File: src/adpcmb_pkg.sv
// ~~~~~~~~~~~~~~~~~~~~~~~~~~~~~~~~~~~~~~~~~~~~~~~~~~~~~~~~~~
// adpcm-b codec definitions
// sample and step types, limits, multiplier table, register map
// ~~~~~~~~~~~~~~~~~~~~~~~~~~~~~~~~~~~~~~~~~~~~~~~~~~~~~~~~~~
`default_nettype none

package adpcmb_pkg;

    typedef logic signed [15:0] pcm_t;   // decoded sample
    typedef logic [14:0]        step_t;  // adaptive step size
    typedef logic [3:0]         code_t;  // bit 3 sign, bits 2..0 magnitude
    typedef logic [7:0]         byte_t;  // two codes, high nibble first

    // step limits, STEP_MIN is also the idle value
    localparam step_t STEP_MIN = 15'd127;
    localparam step_t STEP_MAX = 15'd24576;

    localparam pcm_t PCM_MAX = 16'sh7fff;
    localparam pcm_t PCM_MIN = 16'sh8000;

    // entry 0 for magnitudes 0..3, then 4, 5, 6, 7
    localparam logic [7:0] STEP_MUL [5] = '{8'd57, 8'd77, 8'd102, 8'd128, 8'd153};

    // both fifos
    localparam int FIFO_DEPTH = 8;
    localparam int FIFO_PTR_W = $clog2(FIFO_DEPTH);

    // register map, word addresses
    localparam logic [1:0] REG_CTRL   = 2'd0;  // bit 0 chon
    localparam logic [1:0] REG_DATA   = 2'd1;  // write pushes low byte
    localparam logic [1:0] REG_PCM    = 2'd2;  // read pops one sample
    localparam logic [1:0] REG_STATUS = 2'd3;  // read only

    // status word, read back in bits 9..0
    typedef struct packed {
        logic       chon;
        logic [3:0] in_count;   // bytes waiting
        logic [3:0] out_count;  // samples ready
        logic       busy;       // decode in flight
    } status_t;

endpackage

`default_nettype wire

File: src/wb_pkg.sv
// ~~~~~~~~~~~~~~~~~~~~~~~~~~~~~~~~~~~~~~~~~~~~~~~~~~~~~~~~~~
// wishbone classic bus types
// request and response bundles for the register slave
// ~~~~~~~~~~~~~~~~~~~~~~~~~~~~~~~~~~~~~~~~~~~~~~~~~~~~~~~~~~
`default_nettype none

package wb_pkg;

    // master to slave, held until ack
    typedef struct packed {
        logic        cyc;
        logic        stb;
        logic        we;
        logic [1:0]  adr;   // word address, four registers
        logic [31:0] dat;   // write data
    } wb_req_t;

    // slave to master
    typedef struct packed {
        logic        ack;   // one cycle per transfer
        logic [31:0] dat;   // read data, valid with ack
    } wb_rsp_t;

endpackage

`default_nettype wire
File: src/adpcmb_decoder.sv
// ~~~~~~~~~~~~~~~~~~~~~~~~~~~~~~~~~~~~~~~~~~~~~~~~~~~~~~~~~~
// adpcmb_decoder: five stage adpcm-b sample decoder
// step scaled offset, sign, accumulate, saturate, step adapt
// ~~~~~~~~~~~~~~~~~~~~~~~~~~~~~~~~~~~~~~~~~~~~~~~~~~~~~~~~~~
`timescale 1ns/1ps
`default_nettype none

module adpcmb_decoder (
    input  logic              clk,
    input  logic              rst_n,
    input  logic              chon,
    input  logic              adv,        // start one decode
    input  adpcmb_pkg::code_t code,
    output adpcmb_pkg::pcm_t  pcm,
    output logic              pcm_valid,
    output logic              busy
);
    import adpcmb_pkg::*;

    pcm_t        x1;           // last sample
    step_t       step1;        // current step
    logic [3:0]  d2;           // magnitude * 2 + 1
    logic        sign_data;    // held for stages 3 and 5
    logic [15:0] d3;           // offset magnitude
    logic [15:0] d4;           // signed offset
    logic [16:0] next_step3;   // unclamped step
    pcm_t        next_x5;      // unsaturated sum
    logic [7:0]  step_mul;
    logic [18:0] off_prod;     // 4 x 15 bits
    logic [22:0] step_prod;    // 8 x 15 bits
    logic [4:0]  vld;          // one bit per stage

    always_comb begin
        // d2[3:1] is the magnitude, small ones share the first entry
        if (d2[3]) step_mul = STEP_MUL[d2[2:1] + 3'd1];
        else       step_mul = STEP_MUL[0];
        off_prod  = d2 * step1;
        step_prod = step_mul * step1;
    end

    always_ff @(posedge clk or negedge rst_n) begin
        if (!rst_n) vld <= '0;
        else if (!chon) vld <= '0;   // in-flight decode abandoned
        else vld <= {vld[3:0], adv};
    end

    // datapath, only one sample in flight so stages may read x1 and sign_data directly
    always_ff @(posedge clk) begin
        if (adv) begin                 // 1 latch the code
            d2        <= {code[2:0], 1'b1};
            sign_data <= code[3];
        end
        d3         <= off_prod[18:3];  // 2 divide by 8
        next_step3 <= step_prod[22:6]; //   divide by 64
        d4         <= sign_data ? ~d3 + 16'd1 : d3;   // 3 two's complement
        next_x5    <= x1 + d4;         // 4 accumulate, wraps
    end

    // 5 saturate and adapt
    always_ff @(posedge clk or negedge rst_n) begin
        if (!rst_n) begin
            x1    <= '0;
            step1 <= STEP_MIN;
        end else if (!chon) begin
            x1    <= '0;
            step1 <= STEP_MIN;
        end else if (vld[3]) begin
            // same sign added and the sum flipped sign, so it overflowed
            if (sign_data == x1[15] && x1[15] != next_x5[15])
                x1 <= x1[15] ? PCM_MIN : PCM_MAX;
            else
                x1 <= next_x5;
            if (next_step3 < 17'(STEP_MIN))      step1 <= STEP_MIN;
            else if (next_step3 > 17'(STEP_MAX)) step1 <= STEP_MAX;
            else                                 step1 <= next_step3[14:0];
        end
    end

    assign pcm       = x1;
    assign pcm_valid = vld[4] & chon;   // chon may drop on the update edge
    assign busy      = |vld;            // includes the pcm_valid cycle

endmodule

`default_nettype wire

File: src/adpcmb_fifo.sv
// ~~~~~~~~~~~~~~~~~~~~~~~~~~~~~~~~~~~~~~~~~~~~~~~~~~~~~~~~~~
// adpcmb_fifo: synchronous circular buffer, any payload type
// head entry falls through to pop_data, clr empties it
// ~~~~~~~~~~~~~~~~~~~~~~~~~~~~~~~~~~~~~~~~~~~~~~~~~~~~~~~~~~
`timescale 1ns/1ps
`default_nettype none

module adpcmb_fifo #(
    parameter type payload_t = logic [7:0]
) (
    input  logic       clk,
    input  logic       rst_n,
    input  logic       clr,        // synchronous flush
    input  logic       push,
    input  payload_t   push_data,
    input  logic       pop,
    output payload_t   pop_data,
    output logic       full,
    output logic       empty,
    output logic [3:0] count
);
    import adpcmb_pkg::*;

    payload_t              mem [FIFO_DEPTH];
    logic [FIFO_PTR_W-1:0] wr_ptr;
    logic [FIFO_PTR_W-1:0] rd_ptr;
    logic                  do_push;
    logic                  do_pop;

    assign do_push = push & ~full;   // push on full dropped
    assign do_pop  = pop & ~empty;   // pop on empty dropped

    assign full     = (count == 4'(FIFO_DEPTH));
    assign empty    = (count == 4'd0);
    assign pop_data = mem[rd_ptr];   // first word fall through

    always_ff @(posedge clk or negedge rst_n) begin
        if (!rst_n) begin
            wr_ptr <= '0;
            rd_ptr <= '0;
            count  <= '0;
        end else if (clr) begin
            wr_ptr <= '0;
            rd_ptr <= '0;
            count  <= '0;
        end else begin
            if (do_push) wr_ptr <= wr_ptr + 1'b1;  // depth is a power of two, wraps
            if (do_pop)  rd_ptr <= rd_ptr + 1'b1;
            count <= count + 4'(do_push) - 4'(do_pop);
        end
    end

    // storage
    always_ff @(posedge clk) begin
        if (do_push) mem[wr_ptr] <= push_data;
    end

endmodule

`default_nettype wire

File: src/adpcmb_nibble_feed.sv
// ~~~~~~~~~~~~~~~~~~~~~~~~~~~~~~~~~~~~~~~~~~~~~~~~~~~~~~~~~~
// adpcmb_nibble_feed: byte to nibble splitter
// one decode in flight, high nibble first, stalls on full output
// ~~~~~~~~~~~~~~~~~~~~~~~~~~~~~~~~~~~~~~~~~~~~~~~~~~~~~~~~~~
`timescale 1ns/1ps
`default_nettype none

module adpcmb_nibble_feed (
    input  logic              clk,
    input  logic              rst_n,
    input  logic              chon,
    input  logic              byte_empty,
    input  adpcmb_pkg::byte_t byte_head,
    output logic              byte_pop,
    input  logic              busy,       // decoder still working
    input  logic              pcm_full,   // no room for the next sample
    output logic              adv,
    output adpcmb_pkg::code_t code
);
    import adpcmb_pkg::*;

    logic  half;      // low nibble of a popped byte still pending
    code_t low_nib;
    logic  ready;

    // the previous sample must be settled before the next decode
    assign ready = chon & ~busy & ~pcm_full;

    assign adv      = ready & (half | ~byte_empty);
    assign byte_pop = ready & ~half & ~byte_empty;   // byte leaves with its high nibble
    assign code     = half ? low_nib : byte_head[7:4];

    always_ff @(posedge clk or negedge rst_n) begin
        if (!rst_n) begin
            half <= 1'b0;
        end else if (!chon) begin
            half <= 1'b0;   // half used byte dropped
        end else if (adv) begin
            half <= ~half;
        end
    end

    always_ff @(posedge clk) begin
        if (byte_pop) low_nib <= byte_head[3:0];
    end

endmodule

`default_nettype wire

File: src/adpcmb_top.sv
// ~~~~~~~~~~~~~~~~~~~~~~~~~~~~~~~~~~~~~~~~~~~~~~~~~~~~~~~~~~
// adpcmb_top: single channel adpcm-b playback block
// wishbone slave, byte fifo, nibble feeder, decoder, pcm fifo
// ~~~~~~~~~~~~~~~~~~~~~~~~~~~~~~~~~~~~~~~~~~~~~~~~~~~~~~~~~~
`timescale 1ns/1ps
`default_nettype none

module adpcmb_top (
    input  logic            clk,
    input  logic            rst_n,
    input  wb_pkg::wb_req_t bus_req,
    output wb_pkg::wb_rsp_t bus_rsp
);
    import adpcmb_pkg::*;

    logic       chon;
    // byte side
    logic       byte_push;
    byte_t      byte_data;
    logic       byte_full;
    logic       byte_empty;
    byte_t      byte_head;
    logic       byte_pop;
    logic [3:0] in_count;
    // sample side
    logic       pcm_pop;
    logic       pcm_full;
    logic       pcm_empty;
    pcm_t       pcm_head;
    logic [3:0] out_count;
    // feeder to decoder
    logic       adv;
    code_t      code;
    pcm_t       pcm;
    logic       pcm_valid;
    logic       busy;

    adpcmb_wb_regs u_wb_regs (
        .clk       (clk),
        .rst_n     (rst_n),
        .bus_req   (bus_req),
        .bus_rsp   (bus_rsp),
        .byte_full (byte_full),
        .pcm_empty (pcm_empty),
        .busy      (busy),
        .pcm_head  (pcm_head),
        .in_count  (in_count),
        .out_count (out_count),
        .chon      (chon),
        .byte_push (byte_push),
        .byte_data (byte_data),
        .pcm_pop   (pcm_pop)
    );

    adpcmb_fifo #(.payload_t(byte_t)) u_byte_fifo (
        .clk       (clk),
        .rst_n     (rst_n),
        .clr       (~chon),   // flushed while the channel is off
        .push      (byte_push),
        .push_data (byte_data),
        .pop       (byte_pop),
        .pop_data  (byte_head),
        .full      (byte_full),
        .empty     (byte_empty),
        .count     (in_count)
    );

    adpcmb_nibble_feed u_nibble_feed (
        .clk        (clk),
        .rst_n      (rst_n),
        .chon       (chon),
        .byte_empty (byte_empty),
        .byte_head  (byte_head),
        .byte_pop   (byte_pop),
        .busy       (busy),
        .pcm_full   (pcm_full),
        .adv        (adv),
        .code       (code)
    );

    adpcmb_decoder u_decoder (
        .clk       (clk),
        .rst_n     (rst_n),
        .chon      (chon),
        .adv       (adv),
        .code      (code),
        .pcm       (pcm),
        .pcm_valid (pcm_valid),
        .busy      (busy)
    );

    adpcmb_fifo #(.payload_t(pcm_t)) u_pcm_fifo (
        .clk       (clk),
        .rst_n     (rst_n),
        .clr       (~chon),
        .push      (pcm_valid),
        .push_data (pcm),
        .pop       (pcm_pop),
        .pop_data  (pcm_head),
        .full      (pcm_full),
        .empty     (pcm_empty),
        .count     (out_count)
    );

endmodule

`default_nettype wire

File: src/adpcmb_wb_regs.sv
// ~~~~~~~~~~~~~~~~~~~~~~~~~~~~~~~~~~~~~~~~~~~~~~~~~~~~~~~~~~
// adpcmb_wb_regs: wishbone classic slave for the adpcm-b block
// control bit, byte push, sample pop and status readback
// ~~~~~~~~~~~~~~~~~~~~~~~~~~~~~~~~~~~~~~~~~~~~~~~~~~~~~~~~~~
`timescale 1ns/1ps
`default_nettype none

module adpcmb_wb_regs (
    input  logic              clk,
    input  logic              rst_n,
    input  wb_pkg::wb_req_t   bus_req,
    output wb_pkg::wb_rsp_t   bus_rsp,
    input  logic              byte_full,  // byte fifo cannot take a write
    input  logic              pcm_empty,
    input  logic              busy,       // decoder activity
    input  adpcmb_pkg::pcm_t  pcm_head,   // pcm fifo head
    input  logic [3:0]        in_count,
    input  logic [3:0]        out_count,
    output logic              chon,
    output logic              byte_push,
    output adpcmb_pkg::byte_t byte_data,
    output logic              pcm_pop
);
    import adpcmb_pkg::*;

    logic        req;       // request not yet acked
    logic        wr_data;   // data register write
    logic        take;      // request accepted this cycle
    logic        ack_q;
    logic [31:0] dat_q;
    logic [31:0] rd_data;
    status_t     status;

    // the acking cycle itself never counts as a new request
    assign req     = bus_req.cyc & bus_req.stb & ~ack_q;
    assign wr_data = bus_req.we & (bus_req.adr == REG_DATA);
    assign take    = req & ~(wr_data & byte_full);  // wait states while byte fifo full

    assign byte_push = take & wr_data;
    assign byte_data = bus_req.dat[7:0];
    // an empty pcm fifo reads as zero and pops nothing
    assign pcm_pop   = take & ~bus_req.we & (bus_req.adr == REG_PCM) & ~pcm_empty;

    assign status = '{chon: chon, in_count: in_count, out_count: out_count, busy: busy};

    always_comb begin
        rd_data = '0;   // unused bits and REG_DATA read as zero
        case (bus_req.adr)
            REG_CTRL:   rd_data[0] = chon;
            REG_PCM: begin
                if (!pcm_empty) rd_data = {{16{pcm_head[15]}}, pcm_head};  // sign extend
            end
            REG_STATUS: rd_data[$bits(status_t)-1:0] = status;
            default:    rd_data = '0;
        endcase
    end

    // ack and control state
    always_ff @(posedge clk or negedge rst_n) begin
        if (!rst_n) begin
            ack_q <= 1'b0;
            chon  <= 1'b0;
        end else begin
            ack_q <= take;   // one cycle after the request is taken
            if (take && bus_req.we && bus_req.adr == REG_CTRL) chon <= bus_req.dat[0];
        end
    end

    // read data captured with the pop, fifo head is current here
    always_ff @(posedge clk) begin
        if (take && !bus_req.we) dat_q <= rd_data;
    end

    assign bus_rsp = '{ack: ack_q, dat: dat_q};

endmodule

`default_nettype wire

File: config.mk
export PLATFORM = sky130hd
export DESIGN_NAME = adpcmb_top
export DESIGN_NICKNAME = d
export VERILOG_FILES = /design/src/adpcmb_pkg.sv /design/src/wb_pkg.sv /design/src/adpcmb_decoder.sv /design/src/adpcmb_fifo.sv /design/src/adpcmb_nibble_feed.sv /design/src/adpcmb_top.sv /design/src/adpcmb_wb_regs.sv
export SDC_FILE = /design/constraint.sdc
export NUM_CORES = 1
export LEC_CHECK = 0
export CAP_MARGIN = 20
export CORE_MARGIN = 5
export CORE_UTILIZATION = 58
export DETAILED_ROUTE_END_ITERATION = 8
export DONT_BUFFER_PORTS = 1
export PLACE_DENSITY_LB_ADDON = 0.2
export SYNTH_ARGS = -nofsm -noshare
export SYNTH_HDL_FRONTEND = slang
export SYNTH_SLANG_ARGS = --single-unit
File: constraint.sdc
create_clock -name clk -period 6.2 [get_ports clk]
set_input_delay 0.62 -clock clk [delete_from_list [all_inputs] [get_ports clk]]
set_output_delay 0.62 -clock clk [all_outputs]
set_load 0.02 [all_outputs]
==> impl_results.md <==
- Antenna-violating nets left: 0
- Max cap viols: 0
- Synthesis-stage register bit count: 340
- Die Y: around 190 um
- # diodes: 0
- Slew @ Worst Pin: slightly below 1 ns
- CP Max Fanout: 16
- Post-Place Cells: about 1,900
- Mapped Area: between 15,000 and 20,000 um^2
- Core Box Area: 31,600 um^2
- Die area: between 30,000 and 40,000 um^2
- Setup_tns: 0 ns
- Unrepaired setup endpoints after global routing: no
- Dpl ws: just under 0.6 ns
- GR Overflow Total: 0
- Most frequent cells in the layout: edfxtp_1 (216), inv_1 (173), nand2_1 (133), fa_1 (102), ha_1 (101)
- Layout cells sized above 1: between 10% and 20%
- HPWL after DPL: approximately 25 mm
- Main synth FF type: edfxtp_1
- Worst hold path class: in2reg
- Count of final hold-check violations: 0
- Fin cells: roughly 1,900
- 1st-iter DRT viols: about 600
- Initial core utilization: between 50% and 60%
- Max-slew headroom: 35.3%
- Placer Congestion: roughly 0.88
- Clock Skew: between 0.01 and 0.015 ns
- Worst hold path endpoint: u_byte_fifo.mem[5][1]
- Vias per inst: 5.71
- Worst skew pair latency: 0.52 ns
- CP Class: reg2reg
- Post-route clock period utilization: a little over 90%
- Finish-stage setup viols: 0
- Arrival @ worst endpoint: between 6 and 7 ns
- Post-CTS Setup Repair Bufs: 0
- PD cells: around 490 nW/um^2
- Max Root-Sink Buffers: 3
- CTS Buf Count: 37
- Maximum vdd ir drop: 0.990 mV
- Avg WL per Cell: 18.2 um
- Hold path startpoint: bus_req[1]
- DR vias: about 11,000
- Syn-to-layout area delta: 8.87%
- Fillers: 2,318
- M1 WL: approximately 15 mm
- Reg2reg end: u_decoder.next_step3[10]
- Register Area: between 9000 and 10,000 um^2
- CP cell instances: buf_4, inv_1, ha_1, nand2b_1, nand2_1, fa_1, fa_1, inv_1, fa_1, inv_1, fa_1, inv_1, ha_1, or3_1, a221oi_1, o41ai_2, a21oi_1, o21bai_1, xor2_1
- First drt pass iteration count: 5
- Root buf cell: clkbuf_16
- Port Buf Inserts: 0
- Sink Count: 340
- Initial antenna violation count: 0
- Clock-pin slew of the registers on the worst-case setup and hold paths: 0.06 ns
- Met2 WL: 17.5 mm
- Setup crit end kind: flip-flop
- DIE WIDTH: ~190 um
- First-pass GRT wire length: around 60 mm
- Setup WS post-layout: about 0.49 ns
- CP peak stage delay: roughly 0.55 ns
- Hold Buf Count CTS: 2
- Syn_nets: around 1,700
- Largest net degree at the start of global routing: 60
- CP bufs+invs: 5
- Post-route DRC: 0
- YS warnings: 0
- Status: completed
- Worst R2R Path Depth: 19
- Met3 wire len: 1.62 mm
- Reg-to-reg startpoint: u_decoder.d2[2]
- Total GRT Usage: between 20% and 30%
- # IOs: 72
- Fmax achieved: between 150 and 200 MHz
- Uppermost layer routed: met4
- Yosys cell types: 73
- CP Depth: 19
- Reg2reg setup slack: 0.49 ns
- H-tree Lvls: 2
- Asr flop ratio synth: roughly 17%
- CTS tree: done
- Final Max Tran Viols: 0
- Hold Crit Depth: 0
- Worst EP required: approximately 6.6 ns
- Vias in the first global route: between 10,000 and 15,000
- Leak Pwr: about 8.7 nW
- Most common cell after layout, fill and taps aside: edfxtp_1
- Sequential share of the synthesized area: around half
- Post-Synthesis Cells: between 1,000 and 1,500
- Slowest-stage cell, CP: fa_1
- Tmin final: roughly 5.7 ns
- Number of synthesized flops with an enable pin: about 220
- Total wire length: between 30 and 40 mm
- Cell row count: 65
- Crit-path leading delay family: adder cells
- Layout Nets: 1,738
- PostCTS Resize Cnt: 0
- Area of the multi-input gates: between 8000 and 9000 um^2
- CP Launch Type: flip-flop
- Synthesized area per cell: around 12 um^2
per-stage QoR:
stage               cell area, um^2  power (W)  hold WS (ns)  utilization (%)
finish                        20300    0.00993         0.190             64.2
global route                  20300     0.0109         0.166             64.2
CTS                           20300     0.0100         0.171             64.1
detailed placement            19000    0.00780         0.332             60.2
global placement              19000    0.00768         0.328             60.1
floorplan                     18700    0.00689         0.324                -
worst reg2reg max path, delay by kind of cell, from the launching register on:
family	cells	cell delay, ns
flip-flops	1	0.45
AO/OA/AOI/OAI	4	1.10
adder cells (fa/ha/maj)	6	2.43
buffers and inverters	5	0.47
XOR/XNOR	1	0.16
AND/OR/NAND/NOR	3	0.98
metal layers:
metal / GRT usage [%] / vias to the layer above
met4: 5.01 / 0
met1: 28.2 / 5521
met5: 0 / -
met3: 2.93 / 61
li1: - / 5158
met2: 34.8 / 256
worst max path at each step:
stage | startpoint | end | slack, ns
6_report | u_decoder.d2[2] | u_decoder.next_step3[10] | 0.49
5_1_grt | u_decoder.d2[1] | u_decoder.next_step3[10] | 0.12
4_1_cts | u_decoder.d2[1] | u_decoder.next_step3[10] | 0.53
3_5_place_dp | u_decoder.d2[2] | u_decoder.next_step3[10] | 0.59
3_3_place_gp | u_decoder.d2[2] | u_decoder.next_step3[10] | 0.61
2_1_floorplan | u_decoder.d2[1] | u_decoder.next_step3[10] | 0.41
state kept, by name (all words and copies together) (netlist names), 16 cells and up:
register              count
u_byte_fifo.mem          64
u_decoder.d3             16
u_decoder.d4             16
u_decoder.next_step3     17
u_decoder.next_x5        16
u_decoder.pcm            16
u_pcm_fifo.mem          128
u_wb_regs.dat_q          16
layout make-up:
class | count | area share (%)
repair buffers | 28 | 1.40
multi-input cells | 916 | 41.3
flip-flops and latches | 340 | 45.7
well taps | 402 | 2.48
clock inverters | 21 | 1.02
inverters | 173 | 3.20
clock buffers | 47 | 4.94
logic make-up (layout without fill, tap and decap cells):
| family | Yosys count | count (layout) | synth area share [%] |
|---|---|---|---|
| simple gates | 378 | 378 | 9.80 |
| flops | 340 | 340 | 49.7 |
| buf+inv | 243 | 269 | 5.38 |
| fa+ha+maj | 203 | 203 | 17.7 |
| compound gates | 189 | 189 | 6.79 |
| mux | 76 | 76 | 7.33 |
| xor+xnor | 70 | 70 | 3.29 |
cells in the mapped netlist (all sizes together), types with 9 or more instances:
cell	number	area (um^2)
edfxtp	216	6490
inv	173	649
nand2	133	499
fa	102	2040
ha	101	1260
nor2	79	297
and2	71	444
dfxtp	65	1300
o21ai	54	274
dfrtp	52	1300
xnor2	51	447
mux4	48	1080
a21oi	45	233
clkbuf	41	154
buf	29	201
mux2i	23	230
a21o	21	159
xor2	19	166
and3	15	93.8
nand2b	15	93.8
nand3	12	60.1
nor3	12	60.1
nor2b	11	68.8
a31oi	9	56.3
power by group:
group	internal (W)	switching, W
clock network	0.00128	0.000879
registers	0.00268	0.000143
logic	0.00219	0.00276
total	0.00615	0.00378
Power figures use the tool's default switching activity.
